### config.mk
export PLATFORM = sky130hd
export DESIGN_NAME = gateway_cmd_router
export DESIGN_NICKNAME = d
export VERILOG_FILES = /design/src/gateway_pkg.sv /design/src/gateway_cmd_router.sv
export SDC_FILE = /design/constraint.sdc
export NUM_CORES = 1
export LEC_CHECK = 0
export BUFFER_PORTS_ARGS = -buffer_cell sky130_fd_sc_hd__buf_4
export CAP_MARGIN = 0
export CORE_AREA = 5 5 217 219
export DETAILED_ROUTE_END_ITERATION = 8
export DIE_AREA = 0 0 222 224
export SLEW_MARGIN = 40
export SYNTH_ARGS = -nofsm -noshare
export SYNTH_HDL_FRONTEND = slang
export SYNTH_SLANG_ARGS = --single-unit
### constraint.sdc
create_clock -name blackparrot_clk -period 1.36 [get_ports blackparrot_clk]
set_clock_uncertainty 0.15 [all_clocks]
set_input_delay 0.136 -clock blackparrot_clk [delete_from_list [all_inputs] [get_ports blackparrot_clk]]
set_output_delay 0.136 -clock blackparrot_clk [all_outputs]
set_load 0.03 [all_outputs]
### src/gateway_pkg.sv
`default_nettype none

// shared widths, address map and message format for the gateway
package gateway_pkg;

  ////////////////////////////////////////
  // widths
  ////////////////////////////////////////

  // physical address and one data word
  localparam int paddr_width_lp = 28;
  localparam int data_width_lp  = 64;

  // one finish flag per core
  localparam int num_core_lp = 4;

  // byte offset bits inside one data word
  localparam int word_offset_lp = $clog2(data_width_lp / 8);

  ////////////////////////////////////////
  // address map
  ////////////////////////////////////////

  // everything below this goes to the host
  localparam logic [paddr_width_lp-1:0] dram_base_addr_lp = 28'h080_0000;

  // finish word of core n sits at base + 8*n
  // a read of the base itself returns the finish vector
  localparam logic [paddr_width_lp-1:0] host_finish_base_lp = 28'h010_2000;

  ////////////////////////////////////////
  // dram model
  ////////////////////////////////////////

  // 256 words that wrap inside the window
  localparam int dram_words_lp     = 256;
  localparam int dram_idx_width_lp = $clog2(dram_words_lp);

  // cycles from acceptance to response valid
  localparam int dram_latency_lp   = 15;
  localparam int dram_cnt_width_lp = $clog2(dram_latency_lp);

  ////////////////////////////////////////
  // memory messages
  ////////////////////////////////////////

  typedef enum logic
  {
    e_mem_rd = 1'b0,
    e_mem_wr = 1'b1
  } mem_op_e;

  // same layout for commands and responses
  // write response echoes op and addr, data is zero
  typedef struct packed
  {
    mem_op_e                   op;
    logic [paddr_width_lp-1:0] addr;
    logic [data_width_lp-1:0]  data;
  } mem_msg_s;

endpackage

`default_nettype wire

### src/gateway_cmd_router.sv
`timescale 1ns/1ps
`default_nettype none

// steers one command port to dram or host by address
// merges both response streams back onto one port
module gateway_cmd_router
  import gateway_pkg::*;
  (
    input  logic     blackparrot_clk,
    input  logic     arst_n_i,

    // core side
    input  mem_msg_s cmd_i,
    input  logic     cmd_v_i,
    output logic     cmd_ready_o,

    output mem_msg_s resp_o,
    output logic     resp_v_o,
    input  logic     resp_yumi_i,

    // dram side
    output mem_msg_s dram_cmd_o,
    output logic     dram_cmd_v_o,
    input  logic     dram_cmd_ready_i,
    input  mem_msg_s dram_resp_i,
    input  logic     dram_resp_v_i,
    output logic     dram_resp_yumi_o,

    // host side
    output mem_msg_s host_cmd_o,
    output logic     host_cmd_v_o,
    input  logic     host_cmd_ready_i,
    input  mem_msg_s host_resp_i,
    input  logic     host_resp_v_i,
    output logic     host_resp_yumi_o
  );

  logic outstanding_r;
  logic to_host;
  logic cmd_fire;
  logic resp_fire;

  ////////////////////////////////////////
  // command steering
  ////////////////////////////////////////

  // anything under the dram window is a host access
  assign to_host = (cmd_i.addr < dram_base_addr_lp);

  // payload fans out, only one valid is raised
  assign dram_cmd_o   = cmd_i;
  assign host_cmd_o   = cmd_i;
  assign dram_cmd_v_o = cmd_v_i & ~to_host & ~outstanding_r;
  assign host_cmd_v_o = cmd_v_i & to_host & ~outstanding_r;

  // ready follows the chosen target
  assign cmd_ready_o = ~outstanding_r & (to_host ? host_cmd_ready_i : dram_cmd_ready_i);

  ////////////////////////////////////////
  // response merge
  ////////////////////////////////////////

  // at most one target answers at a time
  assign resp_o   = host_resp_v_i ? host_resp_i : dram_resp_i;
  assign resp_v_o = host_resp_v_i | dram_resp_v_i;

  // yumi goes back only to the one that answered
  assign host_resp_yumi_o = resp_yumi_i & host_resp_v_i;
  assign dram_resp_yumi_o = resp_yumi_i & dram_resp_v_i & ~host_resp_v_i;

  assign cmd_fire  = cmd_v_i & cmd_ready_o;
  assign resp_fire = resp_v_o & resp_yumi_i;

  // one request in flight
  // set at acceptance, cleared when the response is taken
  always_ff @(posedge blackparrot_clk or negedge arst_n_i)
  begin
    if (!arst_n_i)
    begin
      outstanding_r <= 1'b0;
    end
    else if (cmd_fire)
    begin
      outstanding_r <= 1'b1;
    end
    else if (resp_fire)
    begin
      outstanding_r <= 1'b0;
    end
  end

endmodule

`default_nettype wire

======== Word level (Yosys, flattened, before mapping) ========
Cells that the tools add are included.
word-level totals
  memory bits (read-only) ................. 0
  flip-flop bits (word level) ............. 1
  latch bits .............................. 0
  memories kept ........................... 0
  memory bits (writable) .................. 0
cells by class
  add/sub/neg operators ................... 0
  bitwise logic cells ..................... 14
  magnitude comparators ................... 1
  multiply operators ...................... 0
  muxes and demuxes ....................... 4
  shift operators ......................... 0
  equality and inequality tests ........... 0
  divide/modulo/power cells ............... 0
  reduce and logical (&&, ||, !) cells .... 1
operators with widths
  kind                                                                             number
  93-bit two-way mux                                                               1
  28-bit by 24-bit less-than comparator with 1-bit output (second input constant)  1
  1-bit bitwise AND                                                                10
  1-bit two-way mux                                                                3
  1-bit inverter                                                                   3
  2-bit nonzero test                                                               1
  1-bit bitwise OR                                                                 1

======== Logic depth before layout (Yosys ltp) ========
  word-level depth ........................ 5
  mapped depth ............................ 4
  gate-level depth less buffers ........... 3

======== Least setup slack after synthesis ========
OpenSTA, ideal clock, no wires.
  path type ............................... in2out
  from .................................... input port cmd_i[90] in the netlist's numbering
  to ...................................... output port host_cmd_v_o
  arrival ................................. 1399 ps
  stages on the path ...................... 2
  slack ................................... -325 ps
  required time ........................... 1074 ps
  cell sequence ........................... or4_4 > nor3_1
between the ends
  word-level cells in the longest chain between the ends .. 3
RTL lines
  element                                                  line                      text
  start: declaration                                       gateway_cmd_router.sv:13  input mem_msg_s cmd_i,
  28-bit by 24-bit less-than comparator with 1-bit output  gateway_cmd_router.sv:48  assign to_host = (cmd_i.addr < dram_base_addr_lp);
  1-bit bitwise AND (2 in a row)                           gateway_cmd_router.sv:54  assign host_cmd_v_o = cmd_v_i & to_host & ~outstanding_r;
  end: declaration                                         gateway_cmd_router.sv:31  output logic host_cmd_v_o,
Every way passes these cells.

======== Final worst setup path ========
  from .................................... input port cmd_i[90] in the netlist's numbering
  to ...................................... output port cmd_ready_o
between the ends
  word-level cells in the longest chain between the ends .. 3
RTL lines
  element                                                  line                      text
  28-bit by 24-bit less-than comparator with 1-bit output  gateway_cmd_router.sv:48
  1-bit two-way mux                                        gateway_cmd_router.sv:57  assign cmd_ready_o = ~outstanding_r & (to_host ? host_cmd_ready_i : dram_cmd_ready_i);
  1-bit bitwise AND                                        gateway_cmd_router.sv:57
  end: declaration                                         gateway_cmd_router.sv:15  output logic cmd_ready_o,
Every way passes these cells.

==> impl_metrics.toml <==
[layout]
reg_top3 = "outstanding_r: 1 flops"
areaGrowthSynthToFinish_pct = 78.5
nets = 724
largest_register_ffs = 1
fill_cells = 5147
regMostFlops = "outstanding_r"
antennaDiodeCount = 0
drive_above_1_share_pct = 96.6
final_util_pct = 10.6

[cts]
clk_latency_ns = 0
cts_setup_buffers = 0

[timing]
rsz0062_at_grt = "yes"
worstMarginPinSlew_ns = 0.243
period_share_pct = 107
setup_viol = 6
whs_ns = 0.122
period_needed_ns = 1.46
slew_violations = 0
setup_slack_ns = -0.0972
hold_viol = 0
slew_headroom_pct = 83.7
fmax_mhz = 686

[logic_synthesis]
yosysSeqAreaShare_pct = 0.935
synth_cells = 310
async_flop_share_pct = 100
yosys.area.top_type_share_pct = 52.5
synth_top_area_cell = "buf_4"
syn_nets = 597
syn-cell-area_um2 = 2680
synth_edf_count = 0
avgSynthCellArea_um2 = 8.63
synth_commonest_cells = "buf_4, mux2_2, buf_2, buf_6"
synth.area.top_cells = "buf_4, mux2_2, buf_6"
synth_most_common_cell = "buf_4"
synthFlopType = "dfrtp_1"
synth_seq_cells = 1
yosys.cell_types.count = 21
yosysWarnings = 0

[floorplanning]
design.die.area_um2 = 49700
core_area_um2 = 44900
fp-row-count = 78
die_w_um = 222
die_y_um = 224
num_io_pins = 572
initial_core_util_pct = 5.96

[global_routing]
track_usage_pct = 3.92
grt_pass1_wl_mm = 15.7
grt_max_degree = 55
antenna_found_initial = 0
first_global_vias = 2629
overflow = 0

[power]
ir_drop_mv = 0.142
p_leak_nw = 2.19
cellPowerDensity_nw_per_um2 = 413

[drt]
vias = 2493
drt_wl_total_mm = 13.7
wl_per_cell_um = 13.2
post_drt_via_cell_ratio = 2.41
drtIter0Drc = 35
top_layer = "met4"
drc = 0
dr.pass1.iters = 4
met1_length_mm = 5.01
drtAntennaViolNets = 0
wl_met3_mm = 2.59
dr_wl_met2_mm = 5.66

[setup_path]
critical-path-max-stage-delay_ns = 0.57
rrSetupSlack_ns = 0.15
required_ns = 1.07
crit_slowest_cell = "or4_4"
cp_cell_sequence = "buf_6 > or4_4 > o21ai_2 > a21oi_1 > buf_4"
path_class = "input port to output port"
rr_worst_depth = 2
end_kind = "output port"
worst-path-buf-inv = 2
critPathLaunchType = "input port"
cp_data_arrival_time_ns = 1.17
r2r-start = "outstanding_r$_DFFE_PN0P_"
worstReg2RegEnd = "outstanding_r$_DFFE_PN0P_"
cp_max_fo = 3
crit_family = "simple AND/OR/NAND/NOR gates"

[placed_design]
port_buffers = 307
gp_congestion = 0.762
dp_hpwl_mm = 10.4

[run]
max_cap_violations = 0

[status]
violations = "setup timing"
status = "finished, violations left"

[min_path]
hold_path_class = "input port to output port"
hold_path_end = "dram_cmd_o[8]"
hold_depth = 0
min-delay-start = "cmd_i[8]"
[report_power, final]
part           switching [W]  internal, W  leakage, nW
clock                      0            0            0
sequential        0.00000666    0.0000352       0.0124
combinational       0.000908      0.00102         2.17
[layout by cell type, fill, tap and decap left out]
| cell type | n |
|---|---|
| or4_4 | 1 |
| clkbuf_16 | 4 |
| a221o_1 | 1 |
| nand3b_1 | 1 |
| dlygate4sd3_1 | 1 |
| nor3_4 | 1 |
| nor4_2 | 1 |
| o21ai_2 | 1 |
| inv_1 | 1 |
| nand3_1 | 1 |
| and2_1 | 1 |
| nor2_4 | 1 |
| or2_2 | 1 |
| buf_4 | 268 |
| and3b_1 | 1 |
| dfrtp_1 | 1 |
| mux2_2 | 71 |
| buf_6 | 45 |
| buf_16 | 3 |
| buf_12 | 1 |
| a21oi_1 | 2 |
| mux2_4 | 22 |
| nor2_1 | 2 |
| nand2b_1 | 1 |
| nand2_1 | 2 |
[per-layer routing]
layer,track usage [%],vias up
met2,5.46,293
met1,4.19,1059
met4,1.27,0
li1,-,1095
met5,0.759,-
met3,3.63,46
[metrics by stage]
stage | cells | total power (W) | setup slack [ns] | setup TNS [ns] | area, um^2
2_1_floorplan | 310 | 0.00189 | 0.0173 | 0 | 2690
3_3_place_gp | 1027 | 0.00176 | -0.127 | -2.12 | 4330
3_5_place_dp | 1027 | 0.00178 | -0.133 | -3.23 | 4330
4_1_cts | 1028 | 0.00181 | -0.114 | -1.48 | 4410
5_1_grt | 1035 | 0.00208 | -0.116 | -0.741 | 4780
6_report | 1035 | 0.00197 | -0.0972 | -0.232 | 4780
[logic make-up after synthesis]
logic type             share of synthesized area, %
AND/OR/NAND/NOR                                3.32
multiplexers                                   39.1
buffers and inverters                          55.7
flip-flops                                    0.935
AO/OA/AOI/OAI                                 0.935
[what timing repair did]
| action | 4_1_cts | 5_1_grt |
|---|---|---|
| cloned | 0 | 7 |
| hold buffers | 1 | 0 |
| endpoints found under the setup margin | 69 | 65 |
| pin swaps | 4 | 3 |
| endpoints found under the hold margin | 1 | 0 |
| resized for setup | 16 | 59 |
[worst max path at each step]
stage / start / endpoint / slack [ns] / cells past startpoint
floorplan: cmd_i[90] / cmd_ready_o / 0.02 / 3
global placement: cmd_i[90] / cmd_ready_o / -0.13 / 5
detailed placement: cmd_i[90] / cmd_ready_o / -0.13 / 5
CTS: cmd_i[87] / cmd_ready_o / -0.11 / 5
global route: cmd_i[90] / cmd_ready_o / -0.12 / 5
finish: cmd_i[90] / cmd_ready_o / -0.1 / 5
[area by class of cell]
class / count / area, um^2 / area share [%]
flip-flops and latches: 1 / 25.0 / 0.524
repair buffers: 322 / 2730 / 57.2
well taps: 600 / 751 / 15.7
multi-input cells: 111 / 1260 / 26.5
inverters: 1 / 3.75 / 0.0786
[worst register-to-register path, delay by kind of cell (launching register included)]
family | cells | cell delay (ns)
DFF | 1 | 0.39
and+or+nand+nor | 1 | 0.19
AOI/OAI and AO/OA | 1 | 0.34
No activity file was read; power rests on OpenSTA's default activity.
