==> config.mk <==
export PLATFORM = sky130hd
export DESIGN_NAME = gateway_host
export DESIGN_NICKNAME = d
export VERILOG_FILES = /design/src/gateway_pkg.sv /design/src/gateway_host.sv
export SDC_FILE = /design/constraint.sdc
export NUM_CORES = 1
export LEC_CHECK = 0
export ABC_AREA = 1
export BUFFER_PORTS_ARGS = -buffer_cell sky130_fd_sc_hd__buf_2
export CORE_AREA = 2 2 77 79
export CTS_BUF_LIST = sky130_fd_sc_hd__clkbuf_16
export CTS_CLUSTER_SIZE = 8
export DETAILED_ROUTE_END_ITERATION = 8
export DIE_AREA = 0 0 79 81
export PLACE_DENSITY_LB_ADDON = 0.3
export SYNTH_ARGS = -nofsm -noshare
export SYNTH_HDL_FRONTEND = slang
export SYNTH_SLANG_ARGS = --single-unit
export TNS_END_PERCENT = 50
==> constraint.sdc <==
create_clock -name blackparrot_clk -period 3.1 [get_ports blackparrot_clk]
set_input_delay 0.465 -clock blackparrot_clk [delete_from_list [all_inputs] [get_ports blackparrot_clk]]
set_output_delay 0.465 -clock blackparrot_clk [all_outputs]
set_load 0.03 [all_outputs]
==> src/gateway_pkg.sv <==
`default_nettype none

// shared widths, address map and message format for the gateway
package gateway_pkg;

  ////////////////////////////////////////
  // widths
  ////////////////////////////////////////

  // physical address and one data word
  localparam int paddr_width_lp = 28;
  localparam int data_width_lp  = 64;

  // one finish flag per core
  localparam int num_core_lp = 4;

  // byte offset bits inside one data word
  localparam int word_offset_lp = $clog2(data_width_lp / 8);

  ////////////////////////////////////////
  // address map
  ////////////////////////////////////////

  // everything below this goes to the host
  localparam logic [paddr_width_lp-1:0] dram_base_addr_lp = 28'h080_0000;

  // finish word of core n sits at base + 8*n
  // a read of the base itself returns the finish vector
  localparam logic [paddr_width_lp-1:0] host_finish_base_lp = 28'h010_2000;

  ////////////////////////////////////////
  // dram model
  ////////////////////////////////////////

  // 256 words that wrap inside the window
  localparam int dram_words_lp     = 256;
  localparam int dram_idx_width_lp = $clog2(dram_words_lp);

  // cycles from acceptance to response valid
  localparam int dram_latency_lp   = 15;
  localparam int dram_cnt_width_lp = $clog2(dram_latency_lp);

  ////////////////////////////////////////
  // memory messages
  ////////////////////////////////////////

  typedef enum logic
  {
    e_mem_rd = 1'b0,
    e_mem_wr = 1'b1
  } mem_op_e;

  // same layout for commands and responses
  // write response echoes op and addr, data is zero
  typedef struct packed
  {
    mem_op_e                   op;
    logic [paddr_width_lp-1:0] addr;
    logic [data_width_lp-1:0]  data;
  } mem_msg_s;

endpackage

`default_nettype wire

==> src/gateway_host.sv <==
`timescale 1ns/1ps
`default_nettype none

// host device with per core finish flags
// answers every access one cycle later
module gateway_host
  import gateway_pkg::*;
  (
    input  logic                   blackparrot_clk,
    input  logic                   arst_n_i,

    input  mem_msg_s               cmd_i,
    input  logic                   cmd_v_i,
    output logic                   cmd_ready_o,

    output mem_msg_s               resp_o,
    output logic                   resp_v_o,
    input  logic                   resp_yumi_i,

    output logic [num_core_lp-1:0] program_finish_o,
    output logic                   done_o
  );

  logic [num_core_lp-1:0] finish_r;
  logic [num_core_lp-1:0] finish_hit;
  logic                   resp_v_r;
  mem_msg_s               resp_r;

  logic cmd_fire;
  logic resp_fire;

  // blocked while a response waits
  assign cmd_ready_o = ~resp_v_r;
  assign cmd_fire    = cmd_v_i & cmd_ready_o;
  assign resp_fire   = resp_v_r & resp_yumi_i;

  ////////////////////////////////////////
  // finish word decode
  ////////////////////////////////////////

  // core n owns the word at base + 8*n
  always_comb
  begin
    for (int n = 0; n < num_core_lp; n++)
    begin
      finish_hit[n] = cmd_fire & (cmd_i.op == e_mem_wr)
                    & (cmd_i.addr == host_finish_base_lp
                                     + paddr_width_lp'(n << word_offset_lp));
    end
  end

  // sticky until reset
  // writes elsewhere in host space are dropped
  always_ff @(posedge blackparrot_clk or negedge arst_n_i)
  begin
    if (!arst_n_i)
    begin
      finish_r <= '0;
      resp_v_r <= 1'b0;
    end
    else
    begin
      finish_r <= finish_r | finish_hit;
      if (cmd_fire)
      begin
        resp_v_r <= 1'b1;
      end
      else if (resp_fire)
      begin
        resp_v_r <= 1'b0;
      end
    end
  end

  ////////////////////////////////////////
  // response payload
  ////////////////////////////////////////

  // base read gives the flag vector, anything else reads zero
  always_ff @(posedge blackparrot_clk)
  begin
    if (cmd_fire)
    begin
      resp_r.op   <= cmd_i.op;
      resp_r.addr <= cmd_i.addr;
      if ((cmd_i.op == e_mem_rd) && (cmd_i.addr == host_finish_base_lp))
      begin
        resp_r.data <= data_width_lp'(finish_r);
      end
      else
      begin
        resp_r.data <= '0;
      end
    end
  end

  assign resp_o   = resp_r;
  assign resp_v_o = resp_v_r;

  // done once every core has checked in
  assign program_finish_o = finish_r;
  assign done_o           = &finish_r;

endmodule

`default_nettype wire

Word-level counts from Yosys, hierarchy flattened
Index checks and enable logic that the tools add are counted.
{ "totals": {"regBits": 98, "inputBits": 97, "elab_cells": 25} }
{ "op_classes": {"n_bitwise": 10, "muxes": 2, "n_reduce_logical": 3, "n_eq_ne": 4} }
{ "op_table": {"columns": ["cell", "n"], "rows": [
  ["$eq A28 B21 Y1 const B", 4],
  ["$and A1 B1 Y1", 7],
  ["$or A4 B4 Y4", 1],
  ["$reduce_and A4 Y1", 1],
  ["$mux W1", 2],
  ["$not A1 Y1", 2],
  ["$reduce_bool A2 Y1", 1],
  ["$logic_and A1 B1 Y1", 1]
]} }

Longest topological paths before layout
Gate-level depths: netlist of run 1.
{ "logic_depth": {"word_depth": 5, "mapped_depth": 7} }

Worst setup path before layout of run 1
OpenSTA, ideal clock, no wires.
{ "synth_timing": {"kind": "register to output", "from": "register finish_r[2] (netlist: program_finish_o[2])", "to": "output done_o", "t_arrival_ns": 1.610, "path_slack_ns": 1.025, "required_ns": 2.635, "stages_incl_launch_ff": 3, "cell_sequence": "dfrtp_1 inv_1 nor4_1"} }
{ "synth_via": {"elab_chain_len": 1} }
{ "synth_rtl": {"columns": ["element", "line_no", "rtl"], "rows": [
  ["start: declaration", "gateway_host.sv:24", "logic [num_core_lp-1:0] finish_r;"],
  ["start signal: assignment", "gateway_host.sv:63", "finish_r <= finish_r | finish_hit;"],
  ["$reduce_and A4 Y1", "gateway_host.sv:102", "assign done_o = &finish_r;"],
  ["end: declaration", "gateway_host.sv:21", "output logic done_o"]
]} }
No other way between the ends.

Final worst setup path of run 1
Same ends and word-level chain as after synthesis.

==> results of run 1 <==
==> routing by layer <==
layer	GRT usage [%]	routed length, um	vias to the layer above	part of all wire, %
met1	12.3	1410	549	41
li1	-	-	611	-
met3	3.67	504	7	15
met2	16.4	1440	107	42
met5	0	0	-	0
met4	5.17	57	0	1.7
==> how the worst max path moves through the flow <==
stage                                   start         end  slack (ns)  depth (start not counted)
after floorplan           program_finish_o[2]      done_o        1.03                          2
after global placement                cmd_v_i  resp_o[72]        1.62                          4
after detailed placement              cmd_v_i  resp_o[78]        1.66                          4
after CTS                 program_finish_o[2]      done_o        1.38                          3
after global routing      program_finish_o[2]      done_o        1.32                          3
final                     program_finish_o[2]      done_o        1.40                          3
==> stage by stage <==
| stage | hold WS, ns | instances |
|---|---|---|
| after global routing | 0.375 | 339 |
| after floorplan | 0.169 | 243 |
| after global placement | 0.284 | 331 |
| after detailed placement | 0.287 | 331 |
| final | 0.377 | 339 |
| after CTS | 0.372 | 339 |
==> power by group <==
part / switching [uW] / leakage [uW] / internal [uW]
combinational: 217 / 0.000740 / 46.3
clock: 176 / 0.0000694 / 290
sequential: 7.77 / 0.000359 / 598
total: 400 / 0.00117 / 934
==> state kept, by name, indices dropped and copies added, names as in the netlist <==
name,cells
program_finish_o,4
resp_o,33
resp_v_o,1
==> area by class of cell <==
type | count | area share (%)
clock buffers | 5 | 5.43
clock inverters | 2 | 0.434
inverters | 30 | 4.88
multi-input cells | 115 | 20.4
flip-flops and latches | 38 | 48.4
well taps | 75 | 4.07
repair buffers | 74 | 16.4
==> kinds of logic after synthesis <==
logic type	Yosys count
simple gates	51
flops	38
buf+inv	90
compound gates	4
other cells	1
==> worst max-delay path, delay by kind of cell, from the launching register on <==
| kind | cells | cell delay (ns) |
|---|---|---|
| flip-flops | 1 | 0.36 |
| AND/OR/NAND/NOR | 1 | 0.29 |
| buffers and inverters | 2 | 0.32 |
==> synthesized netlist by cell type (3+ instances only) <==
library cell  number  area share [%]
buf_4             60              23
nor2_2             3            0.97
inv_2              4            0.78
inv_1             26             5.1
nand3_1            5             1.3
nor2_1            16             3.1
edfxtp_1          33              51
dfrtp_1            5             6.5
nand2_1           20             3.9
==> layout by cell type, fill, tap and decap left out, types with 2 or more instances in the layout <==
| cell type | instances |
|---|---|
| buf_2 | 72 |
| o21ai_0 | 2 |
| clkinv_2 | 2 |
| conb_1 | 60 |
| nor2_1 | 16 |
| inv_1 | 26 |
| inv_2 | 4 |
| nand2_2 | 2 |
| nand2_1 | 20 |
| o21ai_1 | 2 |
| nor3_1 | 2 |
| edfxtp_1 | 33 |
| nand3_1 | 5 |
| nor2_2 | 3 |
| dfrtp_1 | 5 |
| clkbuf_16 | 5 |
==> what timing repair did <==
action | in CTS | in global routing
resized for setup | 0 | 0
setup buffers | 0 | 0
endpoints found under the hold margin | 5 | 0
hold buffers | 1 | 0
==> results.json, run 1 <==
{
  "status": "completed",
  "post-route-util_pct": 40.6,
  "timing.rr.start": "resp_v_o",
  "start_kind": "flip-flop",
  "setup_viol": 0,
  "fp.dieArea_um2": 6400,
  "muxShareOfSynthArea_pct": 0,
  "cts_buffers": 5,
  "track_usage_pct": 10.3,
  "cts_buffer_depth": 2,
  "post_synth.cell_area_avg_um2": 10.5,
  "hold_viol": 0,
  "yosysWarnings": 0,
  "seq_area_um2": 1120,
  "clockRootBuffer": "clkbuf_16",
  "synth_adder_area_share_pct": 0,
  "synth_xor_area_share_pct": 0,
  "ff2ff_path_depth": 4,
  "final.setup.worst_slack_ns": 1.40,
  "rsz0062_at_grt": "false",
  "tritoncts": "built",
  "pwr_density_cell_nw_per_um2": 579,
  "pre_cts_ws_ns": 1.66,
  "drt_iter0_markers": 32,
  "ir_worst_vdd_v": 0.000262,
  "chipWidth_um": 79,
  "fin_tns_setup_ns": 0,
  "synth_top_family_by_area": "buffers and inverters",
  "chipHeight_um": 81,
  "syn_to_final_growth_pct": 19.6,
  "clock_skew_ns": 0.00476,
  "hpwl_mm": 2.68,
  "min-delay-start": "resp_yumi_i",
  "cts.sinks": 38,
  "power_leakage_uw": 0.00117,
  "io_buffer_count": 72,
  "finalCritPeriodShare_pct": 54.9,
  "initial_utilization_pct": 34.0,
  "grt_pass1_vias": 1024,
  "slew_violations": 0,
  "hold_end": "resp_v_o",
  "routedWlPerCell_um": 10.1,
  "ant_nets": 0,
  "synth.distinct_cells": 17,
  "async_flop_share_pct": 13.2,
  "grt_antenna_before_repair": 0,
  "cp_max_fo": 3,
  "fin_area_um2": 2310,
  "place.gp.congestion": 0.815,
  "slowest_stage": "dfrtp_1",
  "grt_overflow_total": 0,
  "design.core.area_um2": 5680,
  "end_kind": "output pin",
  "path_cells": "inv_1 -> nor4_1 -> buf_2",
  "netlist_area_um2": 1930,
  "period_needed_ns": 1.70,
  "cts.clk_slew.worst_paths_ns": 0.06,
  "num_rows": 28,
  "synth_compound_area_share_pct": 1.04,
  "remaining_drc_errors": 0,
  "drv_cap": 0,
  "synth-edff-count": 33,
  "multi_input_area_um2": 470,
  "nFillCells": 574,
  "critical_path_class": "reg -> out",
  "drt_wl_total_mm": 3.41,
  "hold_path_class": "in -> reg",
  "dpl_cell_area_um2": 2160,
  "vias": 1274,
  "r2r_slack_ns": 1.78,
  "hold_path_depth": 2,
  "r2r_end": "resp_o[75]",
  "via_per_inst": 3.76,
  "grt_pass1_wl_mm": 4.81,
  "synth_simple_gate_area_share_pct": 11.7,
  "clock.fmax_mhz": 587,
  "arrival_ns": 1.24,
  "drive_above_1_share_pct": 34.1,
  "ys.flop_type": "edfxtp_1",
  "io_pins": 197,
  "yosysSeqAreaShare_pct": 57.9,
  "firstDrtPassIters": 4,
  "layout.nets": 361,
  "synth_cells": 184,
  "clkLatencyLatePin_ns": 0.27,
  "grt_start_max_net_pins": 32,
  "diodes": 0,
  "cts_max_level": 2,
  "slowest_delay_ns": 0.36,
  "cp_data_required_time_ns": 2.63,
  "synth-seq-cells": 38,
  "power_uw": 1330
}
No activity file was read; power rests on OpenSTA's default activity.
==> inputs of run 2 (changes only) <==
- CORE_AREA: 2 2 77 79 -> not set
- CORE_MARGIN: not set -> 2
- CORE_UTILIZATION: not set -> 32
- DIE_AREA: 0 0 79 81 -> not set
- clock period: 3.1 -> 1.55 ns (I/O delays scaled with it)
==> run 2 against run 1 <==
- register-to-register slack got worse by 1.4 ns
- cell area is 2.2% higher
- largest power group unchanged
- setup slack got worse by 1.3 ns
- global-route usage decreased by 0.22 points
- highest routed layer unchanged
==> results.json, run 2 (same netlist as run 1, synthesis figures left out) <==
{
  "hold_viol": 0,
  "cts_max_level": 2,
  "via_per_inst": 3.61,
  "initial_utilization_pct": 32.8,
  "hold_path_class": "in -> reg",
  "layout.nets": 361,
  "ctsResizeCount": 0,
  "nFillCells": 590,
  "final_common_cell": "buf_2",
  "fp.dieArea_um2": 6660,
  "status": "completed",
  "slew_violations": 0,
  "grt_pass1_vias": 1091,
  "final_cell_mix": "72 x buf_2, 60 x conb_1, 33 x edfxtp_1",
  "clockRootBuffer": "clkbuf_16",
  "drt_iter0_markers": 28,
  "tritoncts": "built",
  "pre_cts_ws_ns": 0.351,
  "final.setup.worst_slack_ns": 0.132,
  "track_usage_pct": 10.0,
  "hpwl_mm": 2.78,
  "remaining_drc_errors": 0,
  "chipWidth_um": 81.6,
  "grt_pass1_wl_mm": 4.90,
  "firstDrtPassIters": 4,
  "cts.sinks": 38,
  "cts_buffer_depth": 2,
  "num_rows": 28,
  "grt_start_max_net_pins": 26,
  "finalCritPeriodShare_pct": 91.5,
  "critical_path_class": "reg -> out",
  "start_kind": "flip-flop",
  "cts_buffers": 5,
  "rsz0062_at_grt": "false",
  "cp_data_required_time_ns": 1.32,
  "period_needed_ns": 1.42,
  "diodes": 0,
  "design.core.area_um2": 5890,
  "chipHeight_um": 81.6,
  "drive_above_1_share_pct": 34.7,
  "syn_to_final_growth_pct": 22.3,
  "clock.fmax_mhz": 705,
  "drv_cap": 0,
  "largest_reg_flops": 33,
  "drt_wl_total_mm": 3.41,
  "io_pins": 197,
  "grt_antenna_before_repair": 0,
  "fin_tns_setup_ns": 0,
  "grt_overflow_total": 0,
  "arrival_ns": 1.19,
  "setup_viol": 0,
  "power_leakage_uw": 0.00119,
  "cts.clk_slew.worst_paths_ns": 0.05,
  "ir_worst_vdd_v": 0.000699,
  "pwr_density_cell_nw_per_um2": 1210,
  "power_uw": 2860,
  "dp_cells": 331,
  "clock_skew_ns": 0.00225,
  "vias": 1229,
  "place.gp.congestion": 0.788,
  "routedWlPerCell_um": 10.0,
  "io_buffer_count": 72,
  "final_cells": 340,
  "cp_max_fo": 3,
  "post-route-util_pct": 40.1,
  "clkLatencyLatePin_ns": 0.27,
  "end_kind": "output pin",
  "ant_nets": 0
}
[run 2: changes by cell type in the layout (fill, tap and decap cells not counted)]
| cell | delta |
|---|---|
| buf_12 | +1 |
| inv_4 | +1 |
| buf_4 | -1 |
| bufinv_16 | +1 |
| nor4_2 | +1 |
| inv_2 | -1 |
| nor4_1 | -1 |
[run 2: metrics by stage]
stage,hold WS (ns),cell area [um2]
after CTS,0.141,2360
after floorplan,-0.0631,2160
final,0.143,2360
after global placement,0.0480,2180
after detailed placement,0.0486,2180
after global routing,0.135,2360
[run 2: critical path: stages (launching register included)]
cell and delay [ns]:
dfrtp_1 0.34, inv_1 0.07, nor4_2 0.26, buf_2 0.24
[run 2: final cells by class]
type / instances / area [um2] / share of cell area, %
Sequential cell: 38 / 1120 / 47.3
Multi-Input combinational cell: 115 / 477 / 20.2
Inverter: 30 / 115 / 4.88
Clock inverter: 3 / 40.0 / 1.70
Clock buffer: 5 / 125 / 5.31
Timing Repair Buffer: 74 / 390 / 16.6
Tap cell: 75 / 93.8 / 3.98
[run 2: worst paths after layout]
| kind | slack (ns) | endpoint | start | cells past startpoint |
|---|---|---|---|---|
| min reg2reg | 0.52 | program_finish_o[0] | program_finish_o[0] | 2 |
| min in group asynchronous | 0.30 | resp_v_o | arst_n_i | 2 |
| max in group asynchronous | 1.12 | program_finish_o[3] | arst_n_i | 2 |
| min | 0.14 | resp_v_o | resp_yumi_i | 2 |
| max reg2reg | 0.38 | program_finish_o[1] | resp_v_o | 7 |
| max | 0.13 | done_o | program_finish_o[2] | 3 |
[run 2: metal layers]
layer | wire (um) | up-vias | track usage [%]
met4 | 35 | 0 | 4.33
li1 | - | 610 | -
met2 | 1540 | 92 | 17.0
met3 | 521 | 4 | 4.07
met1 | 1310 | 523 | 11.1
met5 | 0 | - | 0
[run 2: power breakdown]
part	switching (uW)	internal (uW)	leakage (uW)
registers	16.3	1190	0.000359
logic	437	100	0.000745
clock network	356	751	0.0000836
[run 2: what timing repair did]
action	CTS	global route
hold buffers	1	0
endpoints found under the hold margin	5	0
buffers inserted	0	0
